==> src/pinmux_pkg.sv <==
// ----------------------------------------
// Shared constants for the pin mux block
// Bus widths, channel and pad counts
// Register map offsets and PWM pad map
// ----------------------------------------

package pinmux_pkg;

  // ----------------------------------------
  // Bus geometry
  // ----------------------------------------
  localparam int DATA_W = 32;
  localparam int ADDR_W = 8;

  // ----------------------------------------
  // Block sizing
  // ----------------------------------------
  // Pads 0..7 are port D, pads 8..15 are port B
  localparam int NUM_PWM    = 4;
  localparam int NUM_PADS   = 16;
  localparam int PWM_CNT_W  = 16;
  localparam int TICK_DIV_W = 10;

  // ----------------------------------------
  // Register offsets
  // ----------------------------------------
  localparam logic [ADDR_W-1:0] ADDR_GPIO_DIR   = 8'h00;
  localparam logic [ADDR_W-1:0] ADDR_GPIO_OUT   = 8'h04;
  // Read only, synchronized pad inputs
  localparam logic [ADDR_W-1:0] ADDR_GPIO_IN    = 8'h08;
  localparam logic [ADDR_W-1:0] ADDR_MULTI_FUNC = 8'h0C;
  localparam logic [ADDR_W-1:0] ADDR_TICK_CFG   = 8'h10;
  // Channel n at base + 4n
  localparam logic [ADDR_W-1:0] ADDR_PWM_BASE   = 8'h20;

  // Pad driven by each PWM channel
  // Ch0 PD3, ch1 PD5, ch2 PD6, ch3 PB1
  localparam logic [NUM_PWM-1:0][$clog2(NUM_PADS)-1:0] PWM_PAD = {4'd9, 4'd6, 4'd5, 4'd3};

endpackage

==> src/pulse_gen.sv <==
// ----------------------------------------
// Microsecond tick generator
// One-cycle tick every D+1 mclk cycles
// ----------------------------------------

`timescale 1ns/100ps

module pulse_gen (
  input  logic                               mclk_i,
  input  logic                               arst_n_i,
  input  logic [pinmux_pkg::TICK_DIV_W-1:0]   tick_div_i,
  output logic                               tick_o
);
  import pinmux_pkg::*;

  // Cycles left until the next tick
  logic [TICK_DIV_W-1:0] cnt_q;

  // Divider sampled only at reload
  always_ff @(posedge mclk_i or negedge arst_n_i) begin
    if (!arst_n_i) begin
      cnt_q  <= '0;
      tick_o <= 1'b0;
    end else if (cnt_q == '0) begin
      cnt_q  <= tick_div_i;
      tick_o <= 1'b1;
    end else begin
      cnt_q  <= cnt_q - 1'b1;
      tick_o <= 1'b0;
    end
  end

endmodule

==> src/pwm_bank.sv <==
// ----------------------------------------
// PWM waveform generator bank
// Per channel high/low phases in ticks
// ----------------------------------------

`timescale 1ns/100ps

module pwm_bank (
  input  logic                                                 mclk_i,
  input  logic                                                 arst_n_i,
  input  logic                                                 tick_i,
  input  logic [pinmux_pkg::NUM_PWM-1:0]                        pwm_enb_i,
  input  logic [pinmux_pkg::NUM_PWM-1:0][pinmux_pkg::PWM_CNT_W-1:0] pwm_high_i,
  input  logic [pinmux_pkg::NUM_PWM-1:0][pinmux_pkg::PWM_CNT_W-1:0] pwm_low_i,
  output logic [pinmux_pkg::NUM_PWM-1:0]                        pwm_wfm_o
);
  import pinmux_pkg::*;

  for (genvar i = 0; i < NUM_PWM; i++) begin : g_ch
    // Channel state
    logic                 run_q;
    logic                 phase_q;
    logic [PWM_CNT_W-1:0] cnt_q;
    logic [PWM_CNT_W-1:0] high_len;
    logic [PWM_CNT_W-1:0] low_len;
    logic [PWM_CNT_W-1:0] last_cnt;

    // Zero count behaves as one tick
    assign high_len = (pwm_high_i[i] == '0) ? PWM_CNT_W'(1) : pwm_high_i[i];
    assign low_len  = (pwm_low_i[i] == '0) ? PWM_CNT_W'(1) : pwm_low_i[i];
    assign last_cnt = phase_q ? high_len - 1'b1 : low_len - 1'b1;

    always_ff @(posedge mclk_i or negedge arst_n_i) begin
      if (!arst_n_i) begin
        run_q   <= 1'b0;
        phase_q <= 1'b0;
        cnt_q   <= '0;
      end else if (!pwm_enb_i[i]) begin
        // Idle, so re-enable restarts clean
        run_q   <= 1'b0;
        phase_q <= 1'b0;
        cnt_q   <= '0;
      end else if (tick_i) begin
        if (!run_q) begin
          // First tick after enable opens high phase
          run_q   <= 1'b1;
          phase_q <= 1'b1;
          cnt_q   <= '0;
        end else if (cnt_q == last_cnt) begin
          phase_q <= ~phase_q;
          cnt_q   <= '0;
        end else begin
          cnt_q <= cnt_q + 1'b1;
        end
      end
    end

    // Drops at once when the channel is disabled
    assign pwm_wfm_o[i] = pwm_enb_i[i] & phase_q;

    // Channel off for two cycles has fully idle state
    a_off_low: assert property (@(posedge mclk_i) disable iff (!arst_n_i)
      !pwm_enb_i[i] && !$past(pwm_enb_i[i]) |-> !phase_q && !run_q && cnt_q == '0);
  end

endmodule

==> src/pad_mux.sv <==
// ----------------------------------------
// Pad output and output-enable mux
// PWM override, then GPIO direction
// ----------------------------------------

`timescale 1ns/100ps

module pad_mux (
  input  logic [pinmux_pkg::NUM_PWM-1:0]  pwm_enb_i,
  input  logic [pinmux_pkg::NUM_PWM-1:0]  pwm_wfm_i,
  input  logic [pinmux_pkg::NUM_PADS-1:0] gpio_dir_i,
  input  logic [pinmux_pkg::NUM_PADS-1:0] gpio_out_i,
  output logic [pinmux_pkg::NUM_PADS-1:0] pad_out_o,
  output logic [pinmux_pkg::NUM_PADS-1:0] pad_oen_o
);
  import pinmux_pkg::*;

  always_comb begin
    // Default every pad to input, driving 0
    pad_out_o = '0;
    pad_oen_o = '1;

    // GPIO outputs where direction says so
    for (int p = 0; p < NUM_PADS; p++) begin
      if (gpio_dir_i[p]) begin
        pad_out_o[p] = gpio_out_i[p];
        pad_oen_o[p] = 1'b0;
      end
    end

    // Enabled PWM takes its pad over
    for (int c = 0; c < NUM_PWM; c++) begin
      if (pwm_enb_i[c]) begin
        pad_out_o[PWM_PAD[c]] = pwm_wfm_i[c];
        pad_oen_o[PWM_PAD[c]] = 1'b0;
      end
    end
  end

endmodule

==> src/pinmux_reg.sv <==
// ----------------------------------------
// Configuration register file
// Four-phase cs/ack bus, GPIO input sync,
// read mux with unmapped offsets as zero
// ----------------------------------------

`timescale 1ns/100ps

module pinmux_reg (
  input  logic                                                 mclk_i,
  input  logic                                                 arst_n_i,
  input  logic                                                 reg_cs_i,
  input  logic                                                 reg_wr_i,
  input  logic [pinmux_pkg::ADDR_W-1:0]                         reg_addr_i,
  input  logic [pinmux_pkg::DATA_W-1:0]                         reg_wdata_i,
  output logic [pinmux_pkg::DATA_W-1:0]                         reg_rdata_o,
  output logic                                                 reg_ack_o,
  input  logic [pinmux_pkg::NUM_PADS-1:0]                       pad_in_i,
  output logic [pinmux_pkg::TICK_DIV_W-1:0]                     tick_div_o,
  output logic [pinmux_pkg::NUM_PWM-1:0]                        pwm_enb_o,
  output logic [pinmux_pkg::NUM_PWM-1:0][pinmux_pkg::PWM_CNT_W-1:0] pwm_high_o,
  output logic [pinmux_pkg::NUM_PWM-1:0][pinmux_pkg::PWM_CNT_W-1:0] pwm_low_o,
  output logic [pinmux_pkg::NUM_PADS-1:0]                       gpio_dir_o,
  output logic [pinmux_pkg::NUM_PADS-1:0]                       gpio_out_o
);
  import pinmux_pkg::*;

  logic                bus_req;
  logic                wr_stb;
  logic [NUM_PWM-1:0]  pwm_sel;
  logic [DATA_W-1:0]   rd_mux;
  // Two-stage pad input synchronizer
  logic [NUM_PADS-1:0] gpio_in_meta;
  logic [NUM_PADS-1:0] gpio_in_sync;

  // ----------------------------------------
  // Handshake
  // ----------------------------------------
  // New request: cs seen while ack still low
  assign bus_req = reg_cs_i & ~reg_ack_o;
  assign wr_stb  = bus_req & reg_wr_i;

  // Ack set by a request, cleared once cs drops
  always_ff @(posedge mclk_i or negedge arst_n_i) begin
    if (!arst_n_i) begin
      reg_ack_o <= 1'b0;
    end else if (bus_req) begin
      reg_ack_o <= 1'b1;
    end else if (!reg_cs_i) begin
      reg_ack_o <= 1'b0;
    end
  end

  // Read data held for the whole ack phase
  always_ff @(posedge mclk_i or negedge arst_n_i) begin
    if (!arst_n_i) begin
      reg_rdata_o <= '0;
    end else if (bus_req) begin
      reg_rdata_o <= reg_wr_i ? '0 : rd_mux;
    end else if (!reg_cs_i) begin
      reg_rdata_o <= '0;
    end
  end

  // PWM channel decode, base + 4n
  always_comb begin
    for (int i = 0; i < NUM_PWM; i++) begin
      pwm_sel[i] = (reg_addr_i == ADDR_PWM_BASE + ADDR_W'(4 * i));
    end
  end

  // ----------------------------------------
  // Register writes
  // ----------------------------------------
  always_ff @(posedge mclk_i or negedge arst_n_i) begin
    if (!arst_n_i) begin
      gpio_dir_o <= '0;
      gpio_out_o <= '0;
      pwm_enb_o  <= '0;
      tick_div_o <= '0;
      pwm_high_o <= '0;
      pwm_low_o  <= '0;
    end else if (wr_stb) begin
      case (reg_addr_i)
        ADDR_GPIO_DIR:   gpio_dir_o <= reg_wdata_i[NUM_PADS-1:0];
        ADDR_GPIO_OUT:   gpio_out_o <= reg_wdata_i[NUM_PADS-1:0];
        ADDR_MULTI_FUNC: pwm_enb_o  <= reg_wdata_i[NUM_PWM-1:0];
        ADDR_TICK_CFG:   tick_div_o <= reg_wdata_i[TICK_DIV_W-1:0];
        default: ;
      endcase
      // High count low half, low count upper half
      for (int i = 0; i < NUM_PWM; i++) begin
        if (pwm_sel[i]) begin
          pwm_high_o[i] <= reg_wdata_i[PWM_CNT_W-1:0];
          pwm_low_o[i]  <= reg_wdata_i[2*PWM_CNT_W-1:PWM_CNT_W];
        end
      end
    end
  end

  // Pad inputs are asynchronous to mclk
  always_ff @(posedge mclk_i or negedge arst_n_i) begin
    if (!arst_n_i) begin
      gpio_in_meta <= '0;
      gpio_in_sync <= '0;
    end else begin
      gpio_in_meta <= pad_in_i;
      gpio_in_sync <= gpio_in_meta;
    end
  end

  // ----------------------------------------
  // Read mux
  // ----------------------------------------
  always_comb begin
    rd_mux = '0;
    case (reg_addr_i)
      ADDR_GPIO_DIR:   rd_mux = DATA_W'(gpio_dir_o);
      ADDR_GPIO_OUT:   rd_mux = DATA_W'(gpio_out_o);
      ADDR_GPIO_IN:    rd_mux = DATA_W'(gpio_in_sync);
      ADDR_MULTI_FUNC: rd_mux = DATA_W'(pwm_enb_o);
      ADDR_TICK_CFG:   rd_mux = DATA_W'(tick_div_o);
      default:         rd_mux = '0;
    endcase
    for (int i = 0; i < NUM_PWM; i++) begin
      if (pwm_sel[i]) begin
        rd_mux = {pwm_low_o[i], pwm_high_o[i]};
      end
    end
  end

  // Ack only ever answers a request
  a_ack_needs_cs: assert property (@(posedge mclk_i) disable iff (!arst_n_i)
    $rose(reg_ack_o) |-> $past(reg_cs_i));

  // Ack released right after cs drops
  a_ack_release: assert property (@(posedge mclk_i) disable iff (!arst_n_i)
    reg_ack_o && !reg_cs_i |=> !reg_ack_o);

endmodule

==> src/pinmux_top.sv <==
// ----------------------------------------
// Pin mux top level
// Register file, tick generator, PWM bank
// and pad multiplexer
// ----------------------------------------

`timescale 1ns/100ps

module pinmux_top (
  input  logic                           mclk_i,
  input  logic                           arst_n_i,
  // Register bus
  input  logic                           reg_cs_i,
  input  logic                           reg_wr_i,
  input  logic [pinmux_pkg::ADDR_W-1:0]   reg_addr_i,
  input  logic [pinmux_pkg::DATA_W-1:0]   reg_wdata_i,
  output logic [pinmux_pkg::DATA_W-1:0]   reg_rdata_o,
  output logic                           reg_ack_o,
  // Pads
  input  logic [pinmux_pkg::NUM_PADS-1:0] pad_in_i,
  output logic [pinmux_pkg::NUM_PADS-1:0] pad_out_o,
  output logic [pinmux_pkg::NUM_PADS-1:0] pad_oen_o
);
  import pinmux_pkg::*;

  // Configuration from the register file
  logic [TICK_DIV_W-1:0]               tick_div;
  logic [NUM_PWM-1:0]                  pwm_enb;
  logic [NUM_PWM-1:0][PWM_CNT_W-1:0]   pwm_high;
  logic [NUM_PWM-1:0][PWM_CNT_W-1:0]   pwm_low;
  logic [NUM_PADS-1:0]                 gpio_dir;
  logic [NUM_PADS-1:0]                 gpio_out;
  // Microsecond tick and waveforms
  logic                                tick;
  logic [NUM_PWM-1:0]                  pwm_wfm;

  pinmux_reg u_reg (
    .mclk_i      (mclk_i),
    .arst_n_i    (arst_n_i),
    .reg_cs_i    (reg_cs_i),
    .reg_wr_i    (reg_wr_i),
    .reg_addr_i  (reg_addr_i),
    .reg_wdata_i (reg_wdata_i),
    .reg_rdata_o (reg_rdata_o),
    .reg_ack_o   (reg_ack_o),
    .pad_in_i    (pad_in_i),
    .tick_div_o  (tick_div),
    .pwm_enb_o   (pwm_enb),
    .pwm_high_o  (pwm_high),
    .pwm_low_o   (pwm_low),
    .gpio_dir_o  (gpio_dir),
    .gpio_out_o  (gpio_out)
  );

  pulse_gen u_tick (
    .mclk_i     (mclk_i),
    .arst_n_i   (arst_n_i),
    .tick_div_i (tick_div),
    .tick_o     (tick)
  );

  pwm_bank u_pwm (
    .mclk_i     (mclk_i),
    .arst_n_i   (arst_n_i),
    .tick_i     (tick),
    .pwm_enb_i  (pwm_enb),
    .pwm_high_i (pwm_high),
    .pwm_low_i  (pwm_low),
    .pwm_wfm_o  (pwm_wfm)
  );

  pad_mux u_pad (
    .pwm_enb_i  (pwm_enb),
    .pwm_wfm_i  (pwm_wfm),
    .gpio_dir_i (gpio_dir),
    .gpio_out_i (gpio_out),
    .pad_out_o  (pad_out_o),
    .pad_oen_o  (pad_oen_o)
  );

endmodule

==> config.mk <==
export PLATFORM = sky130hd
export DESIGN_NAME = pinmux_top
export DESIGN_NICKNAME = d
export VERILOG_FILES = /design/src/pinmux_pkg.sv /design/src/pulse_gen.sv /design/src/pwm_bank.sv /design/src/pad_mux.sv /design/src/pinmux_reg.sv /design/src/pinmux_top.sv
export SDC_FILE = /design/constraint.sdc
export NUM_CORES = 1
export LEC_CHECK = 0
export BUFFER_PORTS_ARGS = -buffer_cell sky130_fd_sc_hd__buf_4
export CORE_ASPECT_RATIO = 1.75
export CORE_UTILIZATION = 55
export DETAILED_ROUTE_END_ITERATION = 8
export PLACE_DENSITY = 0.72
export SYNTH_ARGS = -nofsm -noshare
export SYNTH_HDL_FRONTEND = slang
export SYNTH_SLANG_ARGS = --single-unit
export TNS_END_PERCENT = 30
==> constraint.sdc <==
create_clock -name mclk_i -period 4.85 [get_ports mclk_i]
set_input_delay 0.97 -clock mclk_i [delete_from_list [all_inputs] [get_ports mclk_i]]
set_output_delay 0.97 -clock mclk_i [all_outputs]
set_load 0.02 [all_outputs]
==> impl_metrics.json <==
{
  "r2r_start": "u_reg.pwm_low_o[2]",
  "antenna_found_initial": 1,
  "hp-class": "register to register",
  "start_util_pct": 56.0,
  "htree_levels": 1,
  "viasPerCell": 6.55,
  "finalPower_w": 0.00628,
  "crit_path_top_delay_cell": "o41ai_2",
  "vias": 14453,
  "grt_pass1_wl_um": 86700,
  "synth_seq_area_share_pct": 45.6,
  "firstDrtPassIters": 7,
  "whs_ps": 342,
  "antenna_cells": 0,
  "required_ps": 5310,
  "crit_type": "register to register",
  "drv_cap": 0,
  "postSynthAreaPerCell_um2": 10.4,
  "period_share_pct": 85.5,
  "syn_nets": 1765,
  "finalCriticalPeriod_ps": 4150,
  "skew_ps": 31.2,
  "globalRouteOverflowTotal": 0,
  "grt_max_degree": 110,
  "final_cells": 2207,
  "crit_family": "simple AND/OR/NAND/NOR gates",
  "tritoncts": "built",
  "cpPeakStageDelay_ps": 620,
  "syn-cell-area_mm2": 0.0177,
  "core_area_mm2": 0.0315,
  "ant_nets": 0,
  "synth_edf_count": 0,
  "crit_buf_inv": 0,
  "worstSkewPairLatency_ps": 600,
  "p_leak_nw": 9.05,
  "clk_pin_slew_ps": 70,
  "synth_top_area_share_pct": 45.6,
  "worstPathCellList": "or4_1 > o41ai_2 > nand2_1 > ha_1 > xnor2_1 > xnor2_1 > nand2_1 > nor4b_1 > o211ai_1 > nor4b_2 > nand3_1 > and3_1",
  "cts-root-buf": "clkbuf_16",
  "worstPathMaxFanout": 14,
  "synth.largest_area_cell": "dfrtp_1",
  "netlist_instances": 1696,
  "p_per_area_mw_per_mm2": 314,
  "holdBufCountCts": 0,
  "rsz0062_at_grt": "false",
  "ir_drop_mv": 0.362,
  "wl_per_cell_um": 26.4,
  "r2r_cells": 12,
  "cts_buffers": 30,
  "synthDistinctLibCells": 87,
  "fmax_ghz": 0.241,
  "drc": 0,
  "outcome": "finished, final reports clean",
  "clockBufferDepth": 3,
  "synth_ff_type": "dfrtp_1",
  "fp.dieW_um": 137,
  "synth-seq-cells": 322,
  "critPathCapture": "u_pwm.g_ch[0].cnt_q[15]",
  "first_global_vias": 14228,
  "crit_path_end_kind": "register",
  "syn_to_final_growth_pct": 13.2,
  "crit_arrival_ps": 4610,
  "reg2reg_setup_slack_ps": 700,
  "worst_r2r_endpoint": "u_pwm.g_ch[0].cnt_q[15]",
  "place_congestion": 0.972,
  "startpoint_type": "register",
  "worst-path-stages": 12,
  "yosysWarnings": 0,
  "ioPinCount": 125,
  "die_area_mm2": 0.0329,
  "final_max_slew_viol_count": 0,
  "cts_sinks": 322,
  "drt_iter0_drc": 1222,
  "portBuffers": 124,
  "crit_start": "u_reg.pwm_low_o[2]",
  "dp.cells": 2158,
  "drive_gt1_share_pct": 23.7,
  "setup_tns_ps": 0,
  "hold_viol_final": 0,
  "wirelength_um": 58300,
  "post_cts_buffers": 0,
  "nFillCells": 2567,
  "std_cell_rows": 86,
  "cts_resized": 0,
  "final_nets": 1863,
  "tightest_slew_ps": 990,
  "track_usage_pct": 36.4,
  "ys_async_sr_fraction_pct": 100,
  "setup_violations": 0,
  "slew_headroom_pct": 33.9,
  "synth_area_leaders": "dfrtp_1 46%, mux2_2 12%, mux2i_1 4.0%",
  "fp.dieH_um": 239,
  "dp_hpwl_um": 43900
}
[where the power goes]
part / switching (W) / internal, W / total (W)
Clock: 0.00105 / 0.00146 / 0.00251
Sequential: 0.000119 / 0.00279 / 0.00291
Combinational: 0.000510 / 0.000356 / 0.000866
Total: 0.00168 / 0.00460 / 0.00628
[per-layer routing]
layer	part of all wire [%]	GRT usage, %	routed length, um	vias to the layer above
met5	0	0	0	-
met4	8.9	28.9	5210	0
met3	6.6	5.51	3860	209
met2	49	60.0	28600	697
met1	35	41.3	20700	7140
li1	-	-	-	6407
[Yosys cell counts, types with 8 or more instances]
cell type	n
a22oi_1	21
o31ai_1	9
and3_1	38
dfrtp_1	322
or4_1	10
a21oi_1	40
or2_2	19
nor3_1	71
inv_1	36
xnor2_1	76
nor4_1	33
buf_1	12
ha_1	9
nand3_1	54
mux2i_1	71
clkbuf_1	54
o21ai_0	95
mux2_2	187
buf_2	13
nand4_1	21
nand2_1	128
a31oi_1	9
nor2_1	85
a221oi_1	12
o211ai_1	9
or3_1	13
and2_1	24
a21o_1	8
xor2_1	56
a222oi_1	25
nor3b_1	19
[cell type report]
cell class	instances	area, um2	share of cell area (%)
Sequential cell	322	8060	40.3
Clock buffer	42	876	4.38
Inverter	36	135	0.676
Multi-Input combinational cell	1250	9080	45.4
Timing Repair Buffer	154	1200	6.01
Tap cell	396	495	2.48
Clock inverter	7	149	0.745
[worst register-to-register path: cells and delay by family (launching register included)]
family                     cells  cell delay [ps]
and+or+nand+nor                7             2170
AOI/OAI and AO/OA              2              770
DFF                            1              470
xor gates and xnor gates       2              320
adders and majority gates      1              270
[cells by family (layout without fill, tap and decap cells)]
kind of cell | Yosys count | count (layout) | synth area share [%]
buffers and inverters | 124 | 239 | 3.00
XOR/XNOR | 132 | 132 | 6.55
AND/OR/NAND/NOR | 558 | 558 | 16.7
multiplexers | 259 | 259 | 16.0
AO/OA/AOI/OAI | 292 | 292 | 11.5
adder cells (fa/ha/maj) | 9 | 9 | 0.638
flip-flops | 322 | 322 | 45.6
[how the worst min path moves through the flow]
stage	from	cells after the start	to	slack (ps)
6_report	u_reg.gpio_in_meta[5]	0	u_reg.gpio_in_sync[5]	340
5_1_grt	u_reg.gpio_in_meta[3]	0	u_reg.gpio_in_sync[3]	350
4_1_cts	u_reg.gpio_in_meta[0]	0	u_reg.gpio_in_sync[0]	350
3_5_place_dp	u_reg.gpio_in_meta[5]	0	u_reg.gpio_in_sync[5]	330
3_3_place_gp	u_reg.gpio_in_meta[10]	0	u_reg.gpio_in_sync[10]	330
2_1_floorplan	u_reg.gpio_in_meta[0]	0	u_reg.gpio_in_sync[0]	330
[placed cells by master (no fill, tap or decap), drive strengths merged, types with 8 or more instances in the layout]
cell type / n
dfrtp: 322
mux2: 187
buf: 154
nand2: 128
o21ai: 101
nor2: 85
xnor2: 76
nor3: 73
mux2i: 72
xor2: 56
nand3: 54
clkbuf: 42
a21oi: 40
and3: 38
inv: 36
nor4: 35
a222oi: 25
and2: 25
nand4: 22
a22oi: 21
nor3b: 20
or2: 19
or3: 13
a221oi: 12
or4: 10
o211ai: 10
o31ai: 9
a31oi: 9
ha: 9
nor4b: 9
a21o: 8
[through the flow]
step	utilization, %	setup WS [ps]	cell area [um2]
floorplan	-	1440	17700
global placement	60.2	832	19000
detailed placement	60.2	796	19000
CTS	63.4	760	20000
global route	63.4	406	20000
finish	63.4	704	20000
[state kept, by name, indices dropped and copies added, names as in the netlist]
register and flops:
u_pwm.g_ch.run_q 4, u_reg.pwm_enb_o 4, u_tick.tick_o 1, u_reg.pwm_low_o 64
u_reg.gpio_in_sync 16, u_reg.gpio_dir_o 16, u_tick.cnt_q 10, u_reg.gpio_in_meta 16
u_reg.tick_div_o 10, u_pwm.g_ch.phase_q 4, u_reg.pwm_high_o 64, u_reg.gpio_out_o 16
u_reg.reg_rdata_o 32, u_pwm.g_ch.cnt_q 64, u_reg.reg_ack_o 1
No activity file was read; power rests on OpenSTA's default activity.
